File: src/decode_pkg.sv
package decode_pkg;

	localparam int DATA_W = 32;
	localparam int OPCODE_W = 6;
	localparam int SUB_BASE_W = 5;
	localparam int SUB_LS_W = 8;
	localparam int SUB_JR_W = 5;
	localparam int SUB_MISC_W = 5;

	// major opcodes
	typedef enum logic [OPCODE_W-1:0] {
		TY_BASE = 6'h20,
		ADDI    = 6'h28,
		SUBRI   = 6'h29,
		ANDI    = 6'h2a,
		XORI    = 6'h2b,
		ORI     = 6'h2c,
		SLTI    = 6'h2e,
		SLTSI   = 6'h2f,
		MOVI    = 6'h22,
		SETHI   = 6'h23,
		LWI     = 6'h02,
		SWI     = 6'h0a,
		LWIBI   = 6'h06,
		SWIBI   = 6'h0e,
		TY_LS   = 6'h1c,
		TY_B    = 6'h26,
		TY_J    = 6'h24,
		TY_JR   = 6'h25,
		TY_MISC = 6'h32
	} opcode_t;

	typedef enum logic [SUB_BASE_W-1:0] {
		ADD   = 5'h00,
		SUB   = 5'h01,
		AND   = 5'h02,
		XOR   = 5'h03,
		OR    = 5'h04,
		SLT   = 5'h06,
		SLTS  = 5'h07,
		SLLI  = 5'h08,
		SRLI  = 5'h09,
		ROTRI = 5'h0b,
		SLL   = 5'h0c,
		SRL   = 5'h0d,
		SEB   = 5'h10,
		SEH   = 5'h11,
		CMOVZ = 5'h1a,
		CMOVN = 5'h1b
	} sub_base_t;

	typedef enum logic [SUB_LS_W-1:0] {LW = 8'h02, SW = 8'h0a} sub_ls_t;
	typedef enum logic {J = 1'b0, JAL = 1'b1} sub_j_t;
	typedef enum logic [SUB_JR_W-1:0] {JR = 5'h00, JRAL = 5'h01} sub_jr_t;

	typedef enum logic [SUB_MISC_W-1:0] {
		MFSR    = 5'h02,
		MTSR    = 5'h03,
		IRET    = 5'h04,
		SYSCALL = 5'h0b
	} sub_misc_t;

	// instructions with identical control words share a class
	typedef enum logic [4:0] {
		ALU_REG, ALU_UNARY, SHIFT_IMM, CMOV,
		ALU_IMM_SE, ALU_IMM_ZE, MOV_IMM, SET_HI,
		LOAD_I, STORE_I, LOAD_BI, STORE_BI, LOAD_REG, STORE_REG,
		BRANCH, JUMP_LINK, JUMP_REG_LINK,
		SYS_MT, SYS_MF, SYS_CALL, SYS_IRET,
		ILLEGAL
	} insn_class_t;

	typedef enum logic [2:0] {
		ALUSRC2_NONE, ALUSRC2_RBDATA, ALUSRC2_IMM, ALUSRC2_LSWI, ALUSRC2_LSW, ALUSRC2_BENX
	} alu_src2_t;

	typedef enum logic [2:0] {
		IMM_NONE, IMM_5BIT_ZE, IMM_15BIT_SE, IMM_15BIT_ZE, IMM_20BIT_SE, IMM_20BIT_HI
	} imm_ext_t;

	typedef enum logic {MADDR_ALURESULT, MADDR_RADATA} mem_addr_sel_t;

	typedef enum logic [1:0] {WRADDR_NONE, WRADDR_RT, WRADDR_LP} wr_addr_sel_t;

	typedef enum logic [2:0] {
		WRREG_NONE, WRREG_ALURESULT, WRREG_CMOV, WRREG_IMMDATA,
		WRREG_MEM, WRREG_PC, WRREG_RTDATA, WRREG_SYSREG
	} wr_src_sel_t;

	typedef enum logic [1:0] {MISC_NONE, MISC_MTSR, MISC_MFSR, MISC_SYSCALL} misc_sel_t;
	// iret shares the idle code, do_misc marks it
	localparam misc_sel_t MISC_IRET = MISC_NONE;

	typedef struct packed {
		logic [OPCODE_W-1:0] opcode;
		logic [SUB_BASE_W-1:0] sub_op_base;
		logic [SUB_LS_W-1:0] sub_op_ls;
		logic sub_op_j;
		logic [SUB_JR_W-1:0] sub_op_jr;
		logic [SUB_MISC_W-1:0] sub_op_misc;
		logic [DATA_W-1:0] rt_data;
		logic [DATA_W-1:0] ra_data;
	} decode_req_t;

	typedef struct packed {
		logic rt_ra_equal;
		logic rt_zero;
		logic rt_negative;
	} cmp_flags_t;

	typedef struct packed {
		insn_class_t insn_class;
		cmp_flags_t flags;
	} class_word_t;

	typedef struct packed {
		alu_src2_t sel_alu_src2;
		imm_ext_t sel_imm_ext;
		mem_addr_sel_t sel_mem_addr;
		wr_addr_sel_t sel_wr_addr;
		wr_src_sel_t sel_wr_src;
		misc_sel_t sel_misc;
		logic do_misc;
		logic do_dm_read;
		logic do_dm_write;
		logic do_reg_write;
		logic do_ra_write;
	} ctrl_word_t;

	typedef struct packed {
		ctrl_word_t ctrl;
		cmp_flags_t flags;
	} decode_resp_t;

	localparam ctrl_word_t CTRL_IDLE = '{
		sel_alu_src2: ALUSRC2_NONE,
		sel_imm_ext: IMM_NONE,
		sel_mem_addr: MADDR_ALURESULT,
		sel_wr_addr: WRADDR_NONE,
		sel_wr_src: WRREG_NONE,
		sel_misc: MISC_NONE,
		do_misc: 1'b0,
		do_dm_read: 1'b0,
		do_dm_write: 1'b0,
		do_reg_write: 1'b0,
		do_ra_write: 1'b0
	};

endpackage

File: src/pipe_reg.sv
`timescale 1ns/1ps

module pipe_reg #(
	parameter type payload_t = logic
) (
	input logic clock,
	input logic reset,
	input payload_t in_data,
	input logic in_valid,
	output logic in_ready,
	output payload_t out_data,
	output logic out_valid,
	input logic out_ready
);

	logic load;

	// accept when empty or when the held item leaves this edge
	assign in_ready = !out_valid || out_ready;
	assign load = in_valid && in_ready;

	always_ff @(posedge clock) begin
		if (reset) begin
			out_valid <= 1'b0;
		end else if (in_ready) begin
			out_valid <= in_valid;
		end
	end

	always_ff @(posedge clock) begin
		if (load) begin
			out_data <= in_data;
		end
	end

endmodule

File: src/op_classify.sv
`timescale 1ns/1ps

module op_classify (
	input decode_pkg::decode_req_t req,
	output decode_pkg::class_word_t cls
);

	import decode_pkg::*;

	insn_class_t insn;

	always_comb begin
		insn = ILLEGAL;
		case (req.opcode)
			TY_BASE: begin
				case (req.sub_op_base)
					ADD, SUB, AND, OR, XOR, SLT, SLTS, SRL, SLL: begin
						insn = ALU_REG;
					end
					SEB, SEH: begin
						insn = ALU_UNARY;
					end
					SRLI, SLLI, ROTRI: begin
						insn = SHIFT_IMM;
					end
					CMOVN, CMOVZ: begin
						insn = CMOV;
					end
					default: begin
						insn = ILLEGAL;
					end
				endcase
			end
			ADDI, SUBRI, SLTI, SLTSI: begin
				insn = ALU_IMM_SE;
			end
			ANDI, ORI, XORI: begin
				insn = ALU_IMM_ZE;
			end
			MOVI: insn = MOV_IMM;
			SETHI: insn = SET_HI;
			LWI: insn = LOAD_I;
			SWI: insn = STORE_I;
			LWIBI: insn = LOAD_BI;
			SWIBI: insn = STORE_BI;
			TY_LS: begin
				case (req.sub_op_ls)
					LW: insn = LOAD_REG;
					SW: insn = STORE_REG;
					default: insn = ILLEGAL;
				endcase
			end
			TY_B: insn = BRANCH;
			TY_J: begin
				case (req.sub_op_j)
					JAL: insn = JUMP_LINK;
					// plain jump has no control word of its own
					J: insn = ILLEGAL;
				endcase
			end
			TY_JR: begin
				case (req.sub_op_jr)
					JRAL: insn = JUMP_REG_LINK;
					JR: insn = ILLEGAL;
					default: insn = ILLEGAL;
				endcase
			end
			TY_MISC: begin
				case (req.sub_op_misc)
					MTSR: insn = SYS_MT;
					MFSR: insn = SYS_MF;
					SYSCALL: insn = SYS_CALL;
					IRET: insn = SYS_IRET;
					default: insn = ILLEGAL;
				endcase
			end
			default: begin
				insn = ILLEGAL;
			end
		endcase
	end

	assign cls.insn_class = insn;

	// branch compare flags
	assign cls.flags.rt_ra_equal = (req.rt_data == req.ra_data);
	assign cls.flags.rt_zero = ~|req.rt_data;
	assign cls.flags.rt_negative = req.rt_data[DATA_W-1];

endmodule

File: src/ctrl_expand.sv
`timescale 1ns/1ps

module ctrl_expand (
	input decode_pkg::class_word_t cls,
	output decode_pkg::decode_resp_t resp
);

	import decode_pkg::*;

	ctrl_word_t ctrl;

	always_comb begin
		ctrl = CTRL_IDLE;
		case (cls.insn_class)
			ALU_REG: begin
				ctrl.sel_alu_src2 = ALUSRC2_RBDATA;
				ctrl.sel_wr_addr = WRADDR_RT;
				ctrl.sel_wr_src = WRREG_ALURESULT;
				ctrl.do_reg_write = 1'b1;
			end
			// seb and seh take no second operand
			ALU_UNARY: begin
				ctrl.sel_wr_addr = WRADDR_RT;
				ctrl.sel_wr_src = WRREG_ALURESULT;
				ctrl.do_reg_write = 1'b1;
			end
			SHIFT_IMM: begin
				ctrl.sel_alu_src2 = ALUSRC2_IMM;
				ctrl.sel_imm_ext = IMM_5BIT_ZE;
				ctrl.sel_wr_addr = WRADDR_RT;
				ctrl.sel_wr_src = WRREG_ALURESULT;
				ctrl.do_reg_write = 1'b1;
			end
			CMOV: begin
				ctrl.sel_wr_addr = WRADDR_RT;
				ctrl.sel_wr_src = WRREG_CMOV;
				ctrl.do_reg_write = 1'b1;
			end
			ALU_IMM_SE, ALU_IMM_ZE: begin
				ctrl.sel_alu_src2 = ALUSRC2_IMM;
				ctrl.sel_imm_ext = (cls.insn_class == ALU_IMM_SE) ? IMM_15BIT_SE : IMM_15BIT_ZE;
				ctrl.sel_wr_addr = WRADDR_RT;
				ctrl.sel_wr_src = WRREG_ALURESULT;
				ctrl.do_reg_write = 1'b1;
			end
			MOV_IMM, SET_HI: begin
				ctrl.sel_imm_ext = (cls.insn_class == MOV_IMM) ? IMM_20BIT_SE : IMM_20BIT_HI;
				ctrl.sel_wr_addr = WRADDR_RT;
				ctrl.sel_wr_src = WRREG_IMMDATA;
				ctrl.do_reg_write = 1'b1;
			end
			LOAD_I, LOAD_BI, LOAD_REG: begin
				ctrl.sel_alu_src2 = (cls.insn_class == LOAD_REG) ? ALUSRC2_LSW : ALUSRC2_LSWI;
				// post-increment loads address memory with the old base
				if (cls.insn_class == LOAD_BI) begin
					ctrl.sel_mem_addr = MADDR_RADATA;
					ctrl.do_ra_write = 1'b1;
				end
				ctrl.sel_wr_addr = WRADDR_RT;
				ctrl.sel_wr_src = WRREG_MEM;
				ctrl.do_dm_read = 1'b1;
				ctrl.do_reg_write = 1'b1;
			end
			STORE_I, STORE_BI, STORE_REG: begin
				ctrl.sel_alu_src2 = (cls.insn_class == STORE_REG) ? ALUSRC2_LSW : ALUSRC2_LSWI;
				if (cls.insn_class == STORE_BI) begin
					ctrl.sel_mem_addr = MADDR_RADATA;
					ctrl.do_ra_write = 1'b1;
				end
				ctrl.do_dm_write = 1'b1;
			end
			BRANCH: begin
				ctrl.sel_alu_src2 = ALUSRC2_BENX;
			end
			JUMP_LINK: begin
				ctrl.sel_wr_addr = WRADDR_LP;
				ctrl.sel_wr_src = WRREG_PC;
				ctrl.do_reg_write = 1'b1;
			end
			JUMP_REG_LINK: begin
				ctrl.sel_wr_addr = WRADDR_RT;
				ctrl.sel_wr_src = WRREG_PC;
				ctrl.do_reg_write = 1'b1;
			end
			// rt data goes to the system register, no gpr write
			SYS_MT: begin
				ctrl.sel_wr_src = WRREG_RTDATA;
				ctrl.sel_misc = MISC_MTSR;
				ctrl.do_misc = 1'b1;
			end
			SYS_MF: begin
				ctrl.sel_wr_addr = WRADDR_RT;
				ctrl.sel_wr_src = WRREG_SYSREG;
				ctrl.sel_misc = MISC_MFSR;
				ctrl.do_misc = 1'b1;
				ctrl.do_reg_write = 1'b1;
			end
			SYS_CALL: begin
				ctrl.sel_misc = MISC_SYSCALL;
				ctrl.do_misc = 1'b1;
			end
			SYS_IRET: begin
				ctrl.sel_misc = MISC_IRET;
				ctrl.do_misc = 1'b1;
			end
			default: begin
				ctrl = CTRL_IDLE;
			end
		endcase
	end

	assign resp.ctrl = ctrl;
	assign resp.flags = cls.flags;

endmodule

File: src/decode_unit.sv
`timescale 1ns/1ps

module decode_unit (
	input logic clock,
	input logic reset,
	input decode_pkg::decode_req_t req,
	input logic req_valid,
	output logic req_ready,
	output decode_pkg::decode_resp_t resp,
	output logic resp_valid,
	input logic resp_ready
);

	import decode_pkg::*;

	class_word_t cls_d;
	class_word_t cls_q;
	logic cls_valid;
	logic cls_ready;
	decode_resp_t resp_d;

	op_classify op_classify_i (
		.req(req),
		.cls(cls_d)
	);

	// stage 1 holds the class and flags
	pipe_reg #(.payload_t(class_word_t)) class_reg_i (
		.clock(clock),
		.reset(reset),
		.in_data(cls_d),
		.in_valid(req_valid),
		.in_ready(req_ready),
		.out_data(cls_q),
		.out_valid(cls_valid),
		.out_ready(cls_ready)
	);

	ctrl_expand ctrl_expand_i (
		.cls(cls_q),
		.resp(resp_d)
	);

	// stage 2 holds the full response
	pipe_reg #(.payload_t(decode_resp_t)) resp_reg_i (
		.clock(clock),
		.reset(reset),
		.in_data(resp_d),
		.in_valid(cls_valid),
		.in_ready(cls_ready),
		.out_data(resp),
		.out_valid(resp_valid),
		.out_ready(resp_ready)
	);

endmodule

File: config.mk
export PLATFORM = sky130hd
export DESIGN_NAME = decode_unit
export DESIGN_NICKNAME = d
export VERILOG_FILES = /design/src/decode_pkg.sv /design/src/pipe_reg.sv /design/src/op_classify.sv /design/src/ctrl_expand.sv /design/src/decode_unit.sv
export SDC_FILE = /design/constraint.sdc
export NUM_CORES = 1
export LEC_CHECK = 0
export BUFFER_PORTS_ARGS = -buffer_cell sky130_fd_sc_hd__buf_2
export CAP_MARGIN = 10
export CORE_UTILIZATION = 48
export DETAILED_ROUTE_END_ITERATION = 8
export MAX_ROUTING_LAYER = met4
export PLACE_DENSITY_LB_ADDON = 0.25
export SLEW_MARGIN = 40
export SYNTH_ARGS = -nofsm -noshare
export SYNTH_HDL_FRONTEND = slang
export SYNTH_SLANG_ARGS = --single-unit
File: constraint.sdc
create_clock -name clock -period 5.4 [get_ports clock]
set_input_delay 1.08 -clock clock [delete_from_list [all_inputs] [get_ports clock]]
set_output_delay 1.08 -clock clock [all_outputs]
set_load 0.02 [all_outputs]
# Word level (Yosys, flattened, before mapping)
# Memories as Yosys holds them, arrays and structs flattened.
# Index checks and enable logic that the tools add are counted.
totals:
  register_bits: 31
  romBits: 128
  in_bits: 98
  memories: 1
classes:
  eq_ne: 47
  mux: 20
  n_bitwise: 1
  n_reduce_logical: 20
memory_table:
  columns: ["name", "words", "width", "rd", "rd_ports_with_merged_regs", "write_ports", "line", "text"]
  rows:
  - ["(name not given)", 32, 4, 1, 0, 0, "op_classify.sv:16", "case (req.sub_op_base)"]
ops:
  columns: ["operator", "count"]
  rows:
  - ["== test 6 bit (second input constant)", 14]
  - ["one-hot mux 5 bit (14 select lines)", 1]
  - ["== test 5 x 4 -> 1 bit (second input constant)", 9]
  - ["== test 32 bit", 1]
  - ["OR reduction 32 bit", 1]
  - ["== test 5 x 3 -> 1 bit (second input constant)", 5]
  - ["== test 5 bit (second input constant)", 5]
  - ["one-hot mux 3 bit (4 select lines)", 2]
  - ["one-hot mux 3 bit (7 select lines)", 1]
  - ["== test 5 x 2 -> 1 bit (second input constant)", 4]
  - ["one-hot mux 5 bit (2 select lines)", 2]
  - ["one-hot mux 3 bit (5 select lines)", 1]
  - ["OR reduction 14 bit", 1]
  - ["OR reduction 13 bit", 1]
  - ["== test 6 x 4 -> 1 bit (second input constant)", 2]
  - ["OR reduction 3 bit", 4]
  - ["== test 5 x 1 -> 1 bit (second input constant)", 2]
  - ["two-way mux 3 bit", 3]
  - ["one-hot mux 3 bit (3 select lines)", 1]
  - ["== test 8 x 2 -> 1 bit (second input constant)", 1]
  - ["== test 8 x 4 -> 1 bit (second input constant)", 1]
  - ["two-way mux 1 bit", 7]
  - ["== test 6 x 2 -> 1 bit (second input constant)", 1]
  - ["== test 6 x 3 -> 1 bit (second input constant)", 1]
  - ["11 further kinds", 17]

# Logic depth before layout (Yosys ltp)
# Gate-level depths: netlist of run 1.
depth:
  ltp_word: 4
  mapped_depth: 6

# Hierarchy
# Synthesis of run 1 repeated with hierarchy kept, for this count alone.
hier_totals:
  cells_unflattened: 228
  hier_area_um2: 2280.9
modules_own_cells:
  columns: ["mod", "n_inst", "cells_each", "area_each_um2", "seq_area_each_um2"]
  rows:
  - ["op_classify", 1, 128, 924.6, 0.0]
  - ["pipe_reg at resp_reg_i", 1, 27, 715.7, 680.7]
  - ["ctrl_expand", 1, 60, 345.3, 0.0]
  - ["pipe_reg at class_reg_i", 1, 13, 295.3, 260.2]

# Least setup slack after synthesis of run 1
# Ideal clock, no wire load.
synth_path:
  path_type: "input to output"
  startpoint: "input port resp_ready"
  endpoint: "output port req_ready"
  arrival_time_ns: 1.450
  required_time_ns: 4.320
  setup_slack_ns: 2.870
  path_stages: 2
  path_buffers: 0
  cell_sequence: "nor2b_1 nand2_1"
synth_via:
  elab_chain_cells: 2
synth_rtl:
  columns: ["element", "line", "text"]
  rows:
  - ["start, declared", "decode_unit.sv:11", "input logic resp_ready"]
  - ["logical OR 1 bit (2 in a row)", "pipe_reg.sv:19", "assign in_ready = !out_valid || out_ready;"]
  - ["end, declared", "decode_unit.sv:8", "output logic req_ready,"]
# Every way passes these cells.

# Worst setup path in the final report of run 1
# Ends and elaborated chain as after synthesis.

==> flow_summary.ini, run 1 <==
[worst_setup_path]
ff2ff_path_depth = 3
crit_path_end = req_ready
worst-path-stages = 4
critPathCaptureType = primary output
r2r-start = class_reg_i.out_data[4]
crit_start = resp_ready
timing.rr.end = resp_reg_i.out_data[4]
r2r_setup_slack_ns = 3.75
worstPathMaxFanout = 4
cp_slowest_stage_delay_ns = 0.29
cp_top_family = simple AND/OR/NAND/NOR gates
cp_slowest_cell = nor2b_1
cp_common_cell = buf_2
startpoint_type = primary input
crit_arrival_ns = 1.75
crit_chain = buf_2 -> nor2b_1 -> nand2_1 -> buf_2
path_class = primary input to primary output
crit_required_ns = 4.32
cp.buffers_inverters = 2

[final_layout]
ff_latch_area_um2 = 911
nNetsFinal = 436
num-fill-cells = 339
multi_input_area_um2 = 1160
synthToLayoutAreaGrowth_pct = 33.9
drive_above_1_share = 0.398
n_antenna_cell = 0

[routing]
vias = 2094
drt-pass1-iter-count = 4
ant_nets = 0
drt_wl_total_mm = 5.21
drc_errors = 0
drt_iter0_markers = 162
via_per_inst = 5.38
routedWlPerCell_um = 13.4

[yosys]
netlist-cell-type-count = 46
synth.yosys.seq_area_share = 0.429
yosys.area.top_type = edfxtp_1
synth_seq_cells = 31
yosys_warnings = 0
synth_top_area_share = 0.410
synth.avg_cell_area_um2 = 9.78
synthesis.area_um2 = 2120
synth_nets = 315
ys_top_cells_by_area = edfxtp_1, xor2_1, nor4_1, nor2_1, nor3b_1
netlist_instances = 217

[placement]
hpwl_mm = 4.38
port_buffers = 121
gp_congestion = 0.841

[run_status]
outcome = complete, no violations

[power]
vdd_drop_max_mv = 0.111
p_leak_nw = 1.20
power.total_mw = 0.596
power.density_nw_per_um2 = 210

[cts]
cts_setup_buffers = 0
cts_tree = done
path_clk_slew_ns = 0.06
ctsRootBufferMaster = clkbuf_8
cts.sinks = 31
cts_made_buffers = 5
ctsHoldBuffers = 0
cts_buffer_depth = 2
cts_resized = 0
insertion_delay_ns = 0.27
htreeDepth = 2

[flow_run]
max_cap_violations = 0

[sta]
skew_ns = 0.00272
min_period_over_period = 0.524
relSlewSlack = 0.609
fin_crit_ns = 2.83
worst_pin_slew_ns = 0.585
slew_viol_final = 0
fin_setup_tns_ns = 0
finalHoldViolCount = 0
hold_slack_ns = 0.418
max_clock_freq_mhz = 353
rsz0062_at_grt = false
finalSetupViolations = 0

[grt]
grt_overflow = 0
track_usage = 0.236
antenna_found_initial = 0
grt_pass1_vias = 1827
grt_pass1_wl_mm = 7.94
grt_max_degree = 22

[floorplanning]
die_w_um = 68.5
die_h_um = 68.5
start_util = 0.516
fp-row-count = 23
dieArea_um2 = 4690
ios = 122
core-area_um2 = 4120

[worst_hold_path]
min_path_type = register to register
[worst min-delay path by stage]
stage          slack (ns)  cells after the start                endpoint                     from
3_3_place_gp         0.40                      0  resp_reg_i.out_data[1]  class_reg_i.out_data[1]
3_5_place_dp         0.41                      0  resp_reg_i.out_data[2]  class_reg_i.out_data[2]
4_1_cts              0.42                      0  resp_reg_i.out_data[2]  class_reg_i.out_data[2]
6_report             0.42                      0  resp_reg_i.out_data[2]  class_reg_i.out_data[2]
5_1_grt              0.43                      0  resp_reg_i.out_data[0]  class_reg_i.out_data[0]
2_1_floorplan        0.40                      0  resp_reg_i.out_data[0]  class_reg_i.out_data[0]
[registers in the layout, summed over array words and instances (netlist names)]
register,count
resp_reg_i.out_valid,1
class_reg_i.out_data,8
class_reg_i.out_valid,1
resp_reg_i.out_data,21
[final cells by class]
type / count / share of cell area
Sequential cell: 31 / 0.320
Tap cell: 50 / 0.0220
Multi-Input combinational cell: 173 / 0.408
Clock inverter: 1 / 0.00176
Timing Repair Buffer: 121 / 0.213
Clock buffer: 7 / 0.0268
Inverter: 6 / 0.00792
[per-layer routing]
| metal | share of wire | vias to the layer above | GRT usage |
|---|---|---|---|
| met5 | 0 | - | - |
| met1 | 0.37 | 940 | 0.265 |
| li1 | - | 1052 | - |
| met2 | 0.55 | 98 | 0.425 |
| met3 | 0.067 | 4 | 0.0428 |
| met4 | 0.0081 | 0 | 0.0703 |
[synth_stat cells, drive strengths merged]
library cell	instances
nand2b	6
nor4b	1
o211ai	2
o32ai	1
and2	2
dfxtp	2
a211oi	2
xnor2	3
and3	1
nand3	5
nor4bb	1
or2	1
inv	5
o22ai	4
o21a	1
xor2	34
a311oi	1
a21oi	9
o311ai	1
buf	2
nor3	5
nor2b	7
a31oi	2
clkinv	1
clkbuf	5
or2b	1
edfxtp	29
and2b	2
a21boi	1
nor3b	8
o31ai	2
nor4	20
nor2	21
nand3b	2
mux2i	1
a21o	1
o21ai	8
nand4b	1
nand4	7
nand2	9
[where the power goes]
part	internal, mW	total, mW	switching, mW	leakage [nW]
logic	0.0648	0.140	0.0756	0.868
clock network	0.0901	0.166	0.0757	0.0422
registers	0.279	0.290	0.0108	0.289
total	0.434	0.596	0.162	1.20
[kinds of logic (layout without fill, tap and decap cells)]
logic type,Yosys count,count (layout),synth area share
DFF,31,31,0.429
and+or+nand+nor,100,100,0.270
AOI/OAI and AO/OA,35,35,0.112
xor gates and xnor gates,37,37,0.156
muxes,1,1,0.00471
buffers and inverters,13,135,0.0283
[through the flow]
step	setup slack, ns	cells	util	area (um^2)
2_1_floorplan	2.87	217	-	2120
3_3_place_gp	2.66	381	0.670	2760
3_5_place_dp	2.58	381	0.671	2760
4_1_cts	2.57	389	0.691	2840
5_1_grt	2.50	389	0.691	2840
6_report	2.57	389	0.691	2840
[layout by cell type (no fill, tap or decap), types with 6 or more instances in the layout]
cell type,count
nand4_1,7
o21ai_0,7
nor2b_1,6
nor2_1,21
buf_2,121
edfxtp_1,29
nand2b_1,6
nor3b_1,8
xor2_1,34
a21oi_1,8
nand2_1,9
nor4_1,20
Note: power is estimated with default switching activity, not from simulation.
==> run 2: changes to the inputs <==
Settings changed: CORE_UTILIZATION 48 to 44.
Clock period 5.4 ns to 2.7 ns, I/O delays scaled along.
==> run 2 against run 1 <==
- die area rose by 8.8%
- clock power grew to 2.8 times the previous value
- sequential share of layout area down 0.43 points
- worst setup slack lost 1.5 ns
- register-to-register slack lost 2.7 ns
- sequential power rose by 99%
- critical path type unchanged
- critical endpoint unchanged
- largest cell class unchanged
==> flow_summary.ini, run 2 (synthesis gave the netlist of run 1 again) <==
[run_status]
outcome = complete, no violations

[final_layout]
stdcell_count = 392
num-fill-cells = 380
drive_above_1_share = 0.403
mostFrequentLayoutCells = buf_2, xor2_1, edfxtp_1
largest_register_ffs = 21
reg_top3 = resp_reg_i.out_data x21, class_reg_i.out_data x8
top_register = resp_reg_i.out_data
n_antenna_cell = 0
synthToLayoutAreaGrowth_pct = 35.7
nNetsFinal = 437
final_common_cell = buf_2

[worst_setup_path]
startpoint_type = primary input
critPathCaptureType = primary output
crit_required_ns = 2.16
worstPathMaxFanout = 4
cp_common_cell = buf_2
crit_chain = buf_2 -> nor2b_1 -> nand2_1 -> buf_2
cp_slowest_stage_delay_ns = 0.21
cp.buffers_inverters = 2
path_class = primary input to primary output
cp_top_family = simple AND/OR/NAND/NOR gates
crit_arrival_ns = 1.11
cp_slowest_cell = nor2b_1

[routing]
ant_nets = 0
drc_errors = 0
routedWlPerCell_um = 12.5
via_per_inst = 5.31
drt_iter0_markers = 125
drt_wl_total_mm = 4.91
drt-pass1-iter-count = 4
vias = 2082

[floorplanning]
ios = 122
die_w_um = 71.5
fp-row-count = 24
start_util = 0.471
dieArea_um2 = 5110
die_h_um = 71.5
core-area_um2 = 4500

[power]
power.total_mw = 1.31
vdd_drop_max_mv = 0.261
power.density_nw_per_um2 = 456
p_leak_nw = 1.22

[grt]
grt_pass1_wl_mm = 7.98
antenna_found_initial = 0
grt_pass1_vias = 1907
track_usage = 0.206
grt_overflow = 0
grt_max_degree = 19

[cts]
htreeDepth = 2
path_clk_slew_ns = 0.06
cts_made_buffers = 5
cts_setup_buffers = 0
ctsRootBufferMaster = clkbuf_8
cts_buffer_depth = 2
cts.sinks = 31
cts_resized = 0
cts_tree = done
insertion_delay_ns = 0.27
ctsHoldBuffers = 0

[sta]
skew_ns = 0.00683
final.setup.worst_slack_ns = 1.05
max_clock_freq_mhz = 606
rsz0062_at_grt = false
fin_crit_ns = 1.65
finalSetupViolations = 0
min_period_over_period = 0.611
worst_pin_slew_ns = 0.450
slew_viol_final = 0
relSlewSlack = 0.700
fin_setup_tns_ns = 0
finalHoldViolCount = 0

[flow_run]
max_cap_violations = 0

[worst_hold_path]
min_path_type = register to register

[placement]
placed_cells = 384
port_buffers = 121
pre_cts_ws_ns = 0.842
gp_congestion = 0.886
hpwl_mm = 4.22
run 2: changes by cell type in the layout (fill, tap and decap cells not counted), sizes merged:
cell | previous run | this run
clkbuf | 7 | 6
bufinv | 0 | 1
buf | 121 | 122
run 2: path summary, 6_finish.rpt:
check             slack, ns  depth (start not counted)                endpoint               startpoint
setup / recovery       1.05                          4               req_ready               resp_ready
hold / removal         0.42                          0  resp_reg_i.out_data[2]  class_reg_i.out_data[2]
setup reg to reg       1.10                          3  resp_reg_i.out_data[4]  class_reg_i.out_data[4]
hold reg to reg        0.42                          0  resp_reg_i.out_data[2]  class_reg_i.out_data[2]
run 2: layer usage:
| layer | vias up | global-route usage | share of wire |
|---|---|---|---|
| met4 | 0 | 0.0741 | 0.023 |
| met5 | - | - | 0 |
| met1 | 914 | 0.216 | 0.38 |
| met3 | 13 | 0.0366 | 0.062 |
| met2 | 103 | 0.386 | 0.54 |
| li1 | 1052 | - | - |
run 2: cell type report:
type,count,area (um^2),share of cell area
clock buffer,6,82.6,0.0287
timing repair buffer,122,613,0.213
inverter,6,22.5,0.00782
multi-input combinational,173,1150,0.400
clock inverter,2,35.0,0.0122
sequential,31,911,0.316
tap,52,65.1,0.0226
run 2: where the power goes:
part           switching (mW)  total [mW]  internal [mW]
sequential             0.0200       0.578          0.558
clock                   0.159       0.457          0.298
combinational           0.149       0.278          0.130
run 2: through the flow:
step	hold slack [ns]	util	cell area (um^2)
after floorplan	0.400	-	2120
after global placement	0.404	0.614	2760
after detailed placement	0.406	0.614	2760
after CTS	0.420	0.640	2880
after global routing	0.424	0.640	2880
final	0.419	0.640	2880
run 2: worst reg2reg max path, cell delays in order (launching register included):
cell and delay [ns]:
edfxtp_1 0.56, and2_0 0.35, o32ai_1 0.15, or2_2 0.30
